==> config.mk <==
export PLATFORM = sky130hd
export DESIGN_NAME = id_ex_core
export DESIGN_NICKNAME = d
export VERILOG_FILES = /design/src/isa_pkg.sv /design/src/pipe_pkg.sv /design/src/reg_file.sv /design/src/id_stage.sv /design/src/id_ex_pipe.sv /design/src/ex_stage.sv /design/src/id_ex_core.sv
export VERILOG_INCLUDE_DIRS = /design/src
export SDC_FILE = /design/constraint.sdc
export NUM_CORES = 2
export LEC_CHECK = 0
export BUFFER_PORTS_ARGS = -buffer_cell sky130_fd_sc_hd__buf_2
export CAP_MARGIN = 5
export CORE_MARGIN = 1.5
export CORE_UTILIZATION = 58
export CTS_BUF_LIST = sky130_fd_sc_hd__clkbuf_16
export DETAILED_ROUTE_END_ITERATION = 6
export PLACE_DENSITY = 0.75
export SLEW_MARGIN = 40
export SYNTH_ARGS = -nofsm -noshare
export SYNTH_HDL_FRONTEND = slang
export SYNTH_SLANG_ARGS = --single-unit
==> constraint.sdc <==
create_clock -name clk -period 12.16 [get_ports clk]
set_input_delay 1.216 -clock clk [delete_from_list [all_inputs] [get_ports clk]]
set_output_delay 1.216 -clock clk [all_outputs]
set_load 0.03 [all_outputs]
==> src/core_config.svh <==
// Core configuration for the decode-to-execute pipeline slice.
`ifndef CORE_CONFIG_SVH
`define CORE_CONFIG_SVH

`define CORE_XLEN 32
`define CORE_NREGS 32
`define CORE_REG_AW ($clog2(`CORE_NREGS))

// PC held by the pipeline registers after reset.
`define CORE_RESET_PC 32'h0000_0000

`endif

==> src/isa_pkg.sv <==
// Instruction set encodings and word formats of the MIPS-style integer subset.
`default_nettype none

package isa_pkg;

    typedef enum logic [5:0] {
        OP_RTYPE = 6'h00,
        OP_J     = 6'h02,
        OP_JAL   = 6'h03,
        OP_BEQ   = 6'h04,
        OP_BNE   = 6'h05,
        OP_ADDI  = 6'h08,
        OP_SLTI  = 6'h0a,
        OP_ANDI  = 6'h0c,
        OP_ORI   = 6'h0d,
        OP_LUI   = 6'h0f,
        OP_LB    = 6'h20,
        OP_LH    = 6'h21,
        OP_LW    = 6'h23,
        OP_SB    = 6'h28,
        OP_SH    = 6'h29,
        OP_SW    = 6'h2b
    } opcode_e;

    typedef enum logic [5:0] {
        FN_SLL = 6'h00,
        FN_SRL = 6'h02,
        FN_JR  = 6'h08,
        FN_ADD = 6'h20,
        FN_SUB = 6'h22,
        FN_AND = 6'h24,
        FN_OR  = 6'h25,
        FN_XOR = 6'h26,
        FN_SLT = 6'h2a
    } funct_e;

    typedef struct packed {
        opcode_e    opcode;
        logic [4:0] rs;
        logic [4:0] rt;
        logic [4:0] rd;
        logic [4:0] shamt;
        funct_e     funct;
    } r_fmt_t;

    typedef struct packed {
        opcode_e     opcode;
        logic [4:0]  rs;
        logic [4:0]  rt;
        logic [15:0] imm;
    } i_fmt_t;

    // Same word seen as R or I format; J target is the low 26 bits of the I view.
    typedef union packed {
        r_fmt_t r;
        i_fmt_t i;
    } inst_u;

endpackage

`default_nettype wire

==> src/pipe_pkg.sv <==
// Pipeline control, stage payload and port bundle types for decode and execute.
`default_nettype none

`include "core_config.svh"

package pipe_pkg;

    typedef enum logic [3:0] {
        ALU_ADD,
        ALU_SUB,
        ALU_AND,
        ALU_OR,
        ALU_XOR,
        ALU_SLT,
        ALU_SLL,
        ALU_SRL,
        ALU_LUI,
        ALU_PASS
    } alu_op_e;

    typedef enum logic [1:0] {
        JUMP_NONE,
        JUMP_J,
        JUMP_JAL,
        JUMP_JR
    } jump_e;

    // Memory access sizes.
    localparam logic [1:0] SIZE_BYTE = 2'd0;
    localparam logic [1:0] SIZE_HALF = 2'd1;
    localparam logic [1:0] SIZE_WORD = 2'd2;

    typedef struct packed {
        logic                    mem_read;
        logic                    mem_write;
        logic                    alu_src_a;
        logic                    alu_src_b;
        logic                    reg_write;
        logic                    sign;
        logic                    branch_ne;
        logic                    is_branch;
        jump_e                   jump;
        logic                    wb_pc4;
        logic [1:0]              mem_size;
        alu_op_e                 alu_op;
        logic [`CORE_REG_AW-1:0] dest;
    } ctrl_t;

    typedef struct packed {
        logic [`CORE_XLEN-1:0] pc;
        isa_pkg::inst_u        inst;
        logic                  valid;
    } fetch_t;

    typedef struct packed {
        ctrl_t                 ctrl;
        logic [`CORE_XLEN-1:0] pc;
        logic [`CORE_XLEN-1:0] pc4;
        isa_pkg::inst_u        inst;
        logic [`CORE_XLEN-1:0] rs_data;
        logic [`CORE_XLEN-1:0] rt_data;
        logic [`CORE_XLEN-1:0] sext;
        logic [`CORE_XLEN-1:0] branch_addr;
    } id_ex_t;

    typedef struct packed {
        logic                    enable;
        logic [`CORE_REG_AW-1:0] dest;
        logic [`CORE_XLEN-1:0]   data;
    } wb_t;

    typedef struct packed {
        logic                  read;
        logic                  write;
        logic [1:0]            size;
        logic [`CORE_XLEN-1:0] addr;
        logic [`CORE_XLEN-1:0] wdata;
    } mem_req_t;

    typedef struct packed {
        logic                  taken;
        logic [`CORE_XLEN-1:0] target;
    } redirect_t;

    // Turns a payload into a bubble; pc and pc4 survive.
    function automatic id_ex_t make_bubble(input id_ex_t in);
        id_ex_t out;
        out = in;
        out.inst = '0;
        out.ctrl.reg_write = 1'b0;
        out.ctrl.mem_read = 1'b0;
        out.ctrl.mem_write = 1'b0;
        out.ctrl.is_branch = 1'b0;
        out.ctrl.jump = JUMP_NONE;
        return out;
    endfunction

endpackage

`default_nettype wire

==> src/reg_file.sv <==
// Register file with two read ports, one write port and same-cycle write bypass.
`timescale 1ns/1ps
`default_nettype none

`include "core_config.svh"

module reg_file (
    input  wire logic                    clk,
    input  wire logic                    reset,
    input  wire logic [`CORE_REG_AW-1:0] rs_addr,
    input  wire logic [`CORE_REG_AW-1:0] rt_addr,
    output logic [`CORE_XLEN-1:0]        rs_data,
    output logic [`CORE_XLEN-1:0]        rt_data,
    input  wire pipe_pkg::wb_t           wb
);

    logic [`CORE_XLEN-1:0] regs [`CORE_NREGS];

    always_ff @(posedge clk or negedge reset) begin
        if (!reset) begin
            for (int n = 0; n < `CORE_NREGS; n++) begin
                regs[n] <= '0;
            end
        end else if (wb.enable && wb.dest != '0) begin
            regs[wb.dest] <= wb.data;
        end
    end

    // Register zero reads zero; a write in flight is forwarded.
    function automatic logic [`CORE_XLEN-1:0] read_port(input logic [`CORE_REG_AW-1:0] addr);
        if (addr == '0)
            return '0;
        if (wb.enable && wb.dest == addr)
            return wb.data;
        return regs[addr];
    endfunction

    always_comb begin
        rs_data = read_port(rs_addr);
        rt_data = read_port(rt_addr);
    end

endmodule

`default_nettype wire

==> src/id_stage.sv <==
// Decode stage: control decode, register read, immediate extension, branch target.
`timescale 1ns/1ps
`default_nettype none

`include "core_config.svh"

module id_stage (
    input  wire logic             clk,
    input  wire logic             reset,
    input  wire pipe_pkg::fetch_t fetch,
    input  wire pipe_pkg::wb_t    wb,
    output pipe_pkg::id_ex_t      decoded
);

    isa_pkg::r_fmt_t       r;
    isa_pkg::i_fmt_t       iw;
    pipe_pkg::ctrl_t       ctrl;
    logic                  known;
    logic [`CORE_XLEN-1:0] pc4;
    logic [`CORE_XLEN-1:0] rs_data;
    logic [`CORE_XLEN-1:0] rt_data;
    logic [`CORE_XLEN-1:0] sext;

    assign r = fetch.inst.r;
    assign iw = fetch.inst.i;
    assign pc4 = fetch.pc + 4;

    reg_file u_reg_file (
        .clk     (clk),
        .reset   (reset),
        .rs_addr (iw.rs),
        .rt_addr (iw.rt),
        .rs_data (rs_data),
        .rt_data (rt_data),
        .wb      (wb)
    );

    always_comb begin
        ctrl = '0;
        known = 1'b1;
        case (iw.opcode)
            isa_pkg::OP_RTYPE: begin
                ctrl.reg_write = 1'b1;
                ctrl.dest = r.rd;
                case (r.funct)
                    isa_pkg::FN_ADD: ctrl.alu_op = pipe_pkg::ALU_ADD;
                    isa_pkg::FN_SUB: ctrl.alu_op = pipe_pkg::ALU_SUB;
                    isa_pkg::FN_AND: ctrl.alu_op = pipe_pkg::ALU_AND;
                    isa_pkg::FN_OR:  ctrl.alu_op = pipe_pkg::ALU_OR;
                    isa_pkg::FN_XOR: ctrl.alu_op = pipe_pkg::ALU_XOR;
                    isa_pkg::FN_SLT: ctrl.alu_op = pipe_pkg::ALU_SLT;
                    isa_pkg::FN_SLL, isa_pkg::FN_SRL: begin
                        ctrl.alu_src_a = 1'b1;
                        ctrl.alu_op = r.funct == isa_pkg::FN_SLL ? pipe_pkg::ALU_SLL
                                                                 : pipe_pkg::ALU_SRL;
                    end
                    isa_pkg::FN_JR: begin
                        ctrl.reg_write = 1'b0;
                        ctrl.dest = '0;
                        ctrl.jump = pipe_pkg::JUMP_JR;
                    end
                    default: known = 1'b0;
                endcase
            end
            isa_pkg::OP_ADDI, isa_pkg::OP_SLTI, isa_pkg::OP_ANDI,
            isa_pkg::OP_ORI, isa_pkg::OP_LUI: begin
                ctrl.reg_write = 1'b1;
                ctrl.alu_src_b = 1'b1;
                ctrl.dest = iw.rt;
                ctrl.sign = iw.opcode inside {isa_pkg::OP_ADDI, isa_pkg::OP_SLTI};
                case (iw.opcode)
                    isa_pkg::OP_SLTI: ctrl.alu_op = pipe_pkg::ALU_SLT;
                    isa_pkg::OP_ANDI: ctrl.alu_op = pipe_pkg::ALU_AND;
                    isa_pkg::OP_ORI:  ctrl.alu_op = pipe_pkg::ALU_OR;
                    isa_pkg::OP_LUI:  ctrl.alu_op = pipe_pkg::ALU_LUI;
                    default:          ctrl.alu_op = pipe_pkg::ALU_ADD;
                endcase
            end
            isa_pkg::OP_LB, isa_pkg::OP_LH, isa_pkg::OP_LW,
            isa_pkg::OP_SB, isa_pkg::OP_SH, isa_pkg::OP_SW: begin
                // Opcode bit 3 marks a store; bits 1:0 give the size.
                ctrl.mem_read = !iw.opcode[3];
                ctrl.mem_write = iw.opcode[3];
                ctrl.alu_src_b = 1'b1;
                ctrl.sign = 1'b1;
                ctrl.dest = iw.opcode[3] ? '0 : iw.rt;
                ctrl.mem_size = iw.opcode[1] ? pipe_pkg::SIZE_WORD
                              : iw.opcode[0] ? pipe_pkg::SIZE_HALF : pipe_pkg::SIZE_BYTE;
            end
            isa_pkg::OP_BEQ, isa_pkg::OP_BNE: begin
                ctrl.is_branch = 1'b1;
                ctrl.branch_ne = iw.opcode == isa_pkg::OP_BNE;
                ctrl.sign = 1'b1;
                ctrl.alu_op = pipe_pkg::ALU_SUB;
            end
            isa_pkg::OP_J: ctrl.jump = pipe_pkg::JUMP_J;
            isa_pkg::OP_JAL: begin
                ctrl.jump = pipe_pkg::JUMP_JAL;
                ctrl.reg_write = 1'b1;
                ctrl.wb_pc4 = 1'b1;
                ctrl.dest = 5'd31;
            end
            default: known = 1'b0;
        endcase
    end

    assign sext = ctrl.sign ? {{(`CORE_XLEN-16){iw.imm[15]}}, iw.imm}
                            : {{(`CORE_XLEN-16){1'b0}}, iw.imm};

    always_comb begin
        decoded.ctrl = ctrl;
        decoded.pc = fetch.pc;
        decoded.pc4 = pc4;
        decoded.inst = fetch.inst;
        decoded.rs_data = rs_data;
        decoded.rt_data = rt_data;
        decoded.sext = sext;
        decoded.branch_addr = pc4 + {sext[`CORE_XLEN-3:0], 2'b00};
        // Empty slots and unknown opcodes.
        if (!(fetch.valid && known))
            decoded = pipe_pkg::make_bubble(decoded);
    end

endmodule

`default_nettype wire

==> src/id_ex_pipe.sv <==
// ID/EX pipeline register; a stall or a taken redirect loads a bubble.
`timescale 1ns/1ps
`default_nettype none

`include "core_config.svh"

module id_ex_pipe (
    input  wire logic              clk,
    input  wire logic              reset,
    input  wire logic              stall,
    input  wire logic              branch,
    input  wire pipe_pkg::id_ex_t  decoded,
    output pipe_pkg::id_ex_t       ex_in
);

    always_ff @(posedge clk or negedge reset) begin
        if (!reset) begin
            ex_in <= '0;
            ex_in.pc <= `CORE_RESET_PC;
            ex_in.pc4 <= `CORE_RESET_PC + 4;
        end else if (stall || branch) begin
            // Upstream holds its word on stall and replaces it on redirect.
            ex_in <= pipe_pkg::make_bubble(decoded);
        end else begin
            ex_in <= decoded;
        end
    end

endmodule

`default_nettype wire

==> src/ex_stage.sv <==
// Execute stage: ALU, branch and jump resolution, memory request and writeback.
`timescale 1ns/1ps
`default_nettype none

`include "core_config.svh"

module ex_stage (
    input  wire pipe_pkg::id_ex_t ex_in,
    output pipe_pkg::wb_t         wb,
    output pipe_pkg::mem_req_t    mem_req,
    output pipe_pkg::redirect_t   redirect
);

    logic [`CORE_XLEN-1:0] op_a;
    logic [`CORE_XLEN-1:0] op_b;
    logic [`CORE_XLEN-1:0] result;
    logic [`CORE_XLEN-1:0] jump_target;
    logic                  lt;
    logic                  br_taken;

    // Shift instructions take shamt in place of rs.
    assign op_a = ex_in.ctrl.alu_src_a ? {{(`CORE_XLEN-5){1'b0}}, ex_in.inst.r.shamt}
                                       : ex_in.rs_data;
    assign op_b = ex_in.ctrl.alu_src_b ? ex_in.sext : ex_in.rt_data;
    assign lt = $signed(op_a) < $signed(op_b);

    always_comb begin
        case (ex_in.ctrl.alu_op)
            pipe_pkg::ALU_ADD:  result = op_a + op_b;
            pipe_pkg::ALU_SUB:  result = op_a - op_b;
            pipe_pkg::ALU_AND:  result = op_a & op_b;
            pipe_pkg::ALU_OR:   result = op_a | op_b;
            pipe_pkg::ALU_XOR:  result = op_a ^ op_b;
            pipe_pkg::ALU_SLT:  result = {{(`CORE_XLEN-1){1'b0}}, lt};
            pipe_pkg::ALU_SLL:  result = op_b << op_a[4:0];
            pipe_pkg::ALU_SRL:  result = op_b >> op_a[4:0];
            pipe_pkg::ALU_LUI:  result = {op_b[15:0], 16'h0000};
            pipe_pkg::ALU_PASS: result = op_b;
            default:            result = '0;
        endcase
    end

    assign br_taken = ex_in.ctrl.is_branch &&
                      ((ex_in.rs_data == ex_in.rt_data) != ex_in.ctrl.branch_ne);

    // jr goes to rs; j and jal stay in the current 256 MB region.
    assign jump_target = ex_in.ctrl.jump == pipe_pkg::JUMP_JR ? ex_in.rs_data
                       : {ex_in.pc4[`CORE_XLEN-1:`CORE_XLEN-4], ex_in.inst.i.rs,
                          ex_in.inst.i.rt, ex_in.inst.i.imm, 2'b00};

    assign redirect.taken = br_taken || ex_in.ctrl.jump != pipe_pkg::JUMP_NONE;
    assign redirect.target = br_taken ? ex_in.branch_addr : jump_target;

    assign wb.enable = ex_in.ctrl.reg_write;
    assign wb.dest = ex_in.ctrl.dest;
    assign wb.data = ex_in.ctrl.wb_pc4 ? ex_in.pc4 : result;

    assign mem_req.read = ex_in.ctrl.mem_read;
    assign mem_req.write = ex_in.ctrl.mem_write;
    assign mem_req.size = ex_in.ctrl.mem_size;
    assign mem_req.addr = result;
    assign mem_req.wdata = ex_in.rt_data;

endmodule

`default_nettype wire

==> src/id_ex_core.sv <==
// Decode-to-execute slice: decode, ID/EX register and execute joined together.
`timescale 1ns/1ps
`default_nettype none

module id_ex_core (
    input  wire logic             clk,
    input  wire logic             reset,
    input  wire pipe_pkg::fetch_t fetch,
    input  wire logic             stall,
    output pipe_pkg::wb_t         wb,
    output pipe_pkg::mem_req_t    mem_req,
    output pipe_pkg::redirect_t   redirect
);

    pipe_pkg::id_ex_t decoded;
    pipe_pkg::id_ex_t ex_in;

    id_stage u_id_stage (
        .clk     (clk),
        .reset   (reset),
        .fetch   (fetch),
        .wb      (wb),
        .decoded (decoded)
    );

    id_ex_pipe u_id_ex_pipe (
        .clk     (clk),
        .reset   (reset),
        .stall   (stall),
        .branch  (redirect.taken),
        .decoded (decoded),
        .ex_in   (ex_in)
    );

    ex_stage u_ex_stage (
        .ex_in    (ex_in),
        .wb       (wb),
        .mem_req  (mem_req),
        .redirect (redirect)
    );

endmodule

`default_nettype wire

==> run summary <==
status -> finished, final reports clean
maximum VDD drop -> 0.000128 V
Max Transition Viols Final -> 0
final non-filler cell total -> 8,221
Port Buffers -> 206
Max Cap Violations -> 0
Final Hold Vio Count -> 0
vias per cell -> 7.12
post-synth top area share -> 42.4%
Final min period -> 8.32 ns
Post-Syn Nets -> 6,882
critical path type -> reg -> out
setup TNS -> 0 ns
CTS tree -> yes
Sink Count -> 1,214
number of synthesized flops with an enable pin -> 0
synthesis-stage register bit count -> 1,214
maximum clock rate -> 120 MHz
ranking of synthesized cells by area -> dfrtp_1 (42%), mux4_2 (21%), o21ai_0 (7.1%)
row count -> 128
Core ar. -> 122,000 um2
clk_lat worst skew -> 0.79 ns
NumNets Final -> 6,678
Vias -> 58.6k
RSZ-0062 raised after global routing -> no
DP Cell Count -> 7,978
Area Overhead vs Synth -> 9.44%
clk_skew -> 0.0696 ns
register area share after synthesis -> 42.4%
largest net degree at the start of global routing -> 137
Syn Inst Count -> 6,682
Num CTS Buffers -> 120
period utilisation layout -> 68.4%
first-pass GRT wire length -> 382,000 um
Pwr Density -> 115 nW/um2
# resized after CTS -> 0
I/O pins -> 207
Total GRT Usage -> 41.5%
DR WL/cell -> 31.7 um
drt first-iter violations -> 8,680
initial antenna violation count -> 17
P_leak -> 34.3 nW
Max clock buf depth -> 3
Worst-Margin Slew -> 0.966 ns
die height -> 354 um
Cell Chain, Critical Path -> buf_4 > mux2i_4 > buf_4 > inv_2 > ha_1 > fa_1 > a211oi_1 > o21bai_1 > a21o_1 > nand3_1 > a21oi_1 > o31ai_1 > a211oi_1 > o22ai_1 > a31o_2 > inv_1 > buf_2
required time of the critical path -> 10.94 ns
clock slew at reported path FFs -> 0.07 ns
Place WS -> 4.82 ns
drt drc -> 0
drt total wl -> 260,000 um
largest stage delay on the critical path -> 0.70 ns
Setup crit start kind -> register
Hold WC Path Type -> in -> async
fillcell total -> 9,182
Rel. slew slack -> 35.0%
initial core utilization -> 58.6%
CTS root buffer -> clkbuf_16
DR pass1 iterations -> 6
vias in the first global route -> 57.2k
Top delay family on crit path -> compound AO/OA/AOI/OAI gates
area leader, netlist -> dfrtp_1
# setup viols final -> 0
Worst Path Buf+Inv -> 5
H-tree Lvls -> 3
Die X -> 354 um
Post-CTS Hold Buffers -> 0
Synthesis Warnings -> 0
commonest non-fill, non-tap cell in the layout -> dfrtp_1
# Post-CTS Setup Buffers -> 0
die area -> 126,000 um2
asr flop ratio synth -> 100%
syn avg cell area -> 10.7 um2
crit path max-delay cell type -> a31o_2
Main synth FF type -> dfrtp_1
total grt overflow -> 0
Critical Path Fanout Max -> 43
hpwl dp -> 168,000 um
Synth cell types -> 102
critical path arrival -> 7.10 ns
Setup WS post-layout -> 3.84 ns
most frequent cells in the layout -> dfrtp_1 (1,211), nand2_1 (1,143), o21ai_0 (1,012)
crit path capture type -> output pin
proportion of layout cells with a drive suffix above 1 -> 22.1%
ANT nets after route -> 0
post-synthesis cell area -> 71,600 um2
RD Place Congestion -> 1.13
[logic make-up (layout without fill, tap and decap cells)]
group / Yosys count / after routing / synth area share, %
adder cells (fa/ha/maj): 132 / 132 / 2.34
AO/OA/AOI/OAI: 1736 / 1736 / 14.1
flip-flops: 1214 / 1214 / 42.4
AND/OR/NAND/NOR: 1744 / 1744 / 10.4
buffers and inverters: 833 / 736 / 4.84
other: 0 / 11 / 0
XOR/XNOR: 109 / 109 / 1.33
multiplexers: 914 / 914 / 24.5
[synthesized netlist by cell type, drive strengths merged, types with 22 or more instances]
cell type,number
dfrtp,1213
a211oi,90
nand2,1175
a21oi,207
nand2b,32
xnor2,53
xor2,56
a21o,37
buf,173
o21ai,1083
nor2,210
nor2b,72
nor4,24
mux2i,194
o22ai,56
clkbuf,511
mux4,653
nor3,40
o31ai,46
and2,39
nand3,47
mux2,67
inv,149
nand4,22
ha,129
[per-stage QoR]
step / total power [mW] / utilization [%] / hold slack, ns / cell area, um2
3_5_place_dp: 5.06 / 60.6 / 0.384 / 74000
2_1_floorplan: 4.69 / - / 0.441 / 71600
3_3_place_gp: 5.04 / 60.1 / 0.376 / 73400
6_report: 8.99 / 64.1 / 0.363 / 78400
4_1_cts: 8.97 / 64.0 / 0.398 / 78200
5_1_grt: 9.20 / 64.1 / 0.362 / 78300
[power by group]
part | internal (mW) | switching, mW
registers | 4.08 | 0.0294
logic | 0.268 | 0.643
clock network | 2.26 | 1.72
total | 6.61 | 2.39
[metal layers]
metal | share of wire (%) | vias up | routed length (um) | track usage [%]
met5 | 0.031 | - | 81 | 0
met4 | 6.4 | 12 | 16700 | 22.7
met3 | 13 | 938 | 32700 | 12.2
met2 | 44 | 4274 | 115000 | 61.0
met1 | 37 | 29400 | 95600 | 55.8
li1 | - | 23900 | - | -
[state kept, by name, summed over array words and instances, names as in the netlist]
signal and flops:
u_id_stage.u_reg_file.regs 1024, u_id_ex_pipe.ex_in 190
[worst reg2reg max path, delay by kind of cell, from the launching register on]
| kind | cells | cell delay [ns] |
|---|---|---|
| adder cells (fa/ha/maj) | 2 | 0.75 |
| multiplexers | 2 | 0.88 |
| buffers and inverters | 4 | 1.58 |
| AND/OR/NAND/NOR | 2 | 0.75 |
| AO/OA/AOI/OAI | 6 | 1.74 |
| flip-flops | 1 | 0.33 |
[layout make-up]
class	instances	area [um2]	area share, %
diodes	11	27.5	0.0351
multi-input cells	4635	38600	49.2
flip-flops and latches	1214	30400	38.8
inverters	149	559	0.714
clock buffers	121	3030	3.86
repair buffers	358	2610	3.33
well taps	1625	2030	2.59
clock inverters	108	1150	1.46
[worst paths after layout]
kind                            slack, ns                        startpoint                                to  cells past startpoint
worst max register to register       6.01           u_id_ex_pipe.ex_in[243]            u_id_ex_pipe.ex_in[76]                     16
max in group asynchronous            9.38                             reset   u_id_stage.u_reg_file.regs[879]                      5
worst min-delay path                 0.36                             reset            u_id_ex_pipe.ex_in[65]                      1
worst max-delay path                 3.84           u_id_ex_pipe.ex_in[243]                            wb[24]                     17
worst min register to register       0.40  u_id_stage.u_reg_file.regs[1002]  u_id_stage.u_reg_file.regs[1002]                      0
min in group clk                     0.40  u_id_stage.u_reg_file.regs[1002]  u_id_stage.u_reg_file.regs[1002]                      0
No activity file was read; power rests on OpenSTA's default activity.
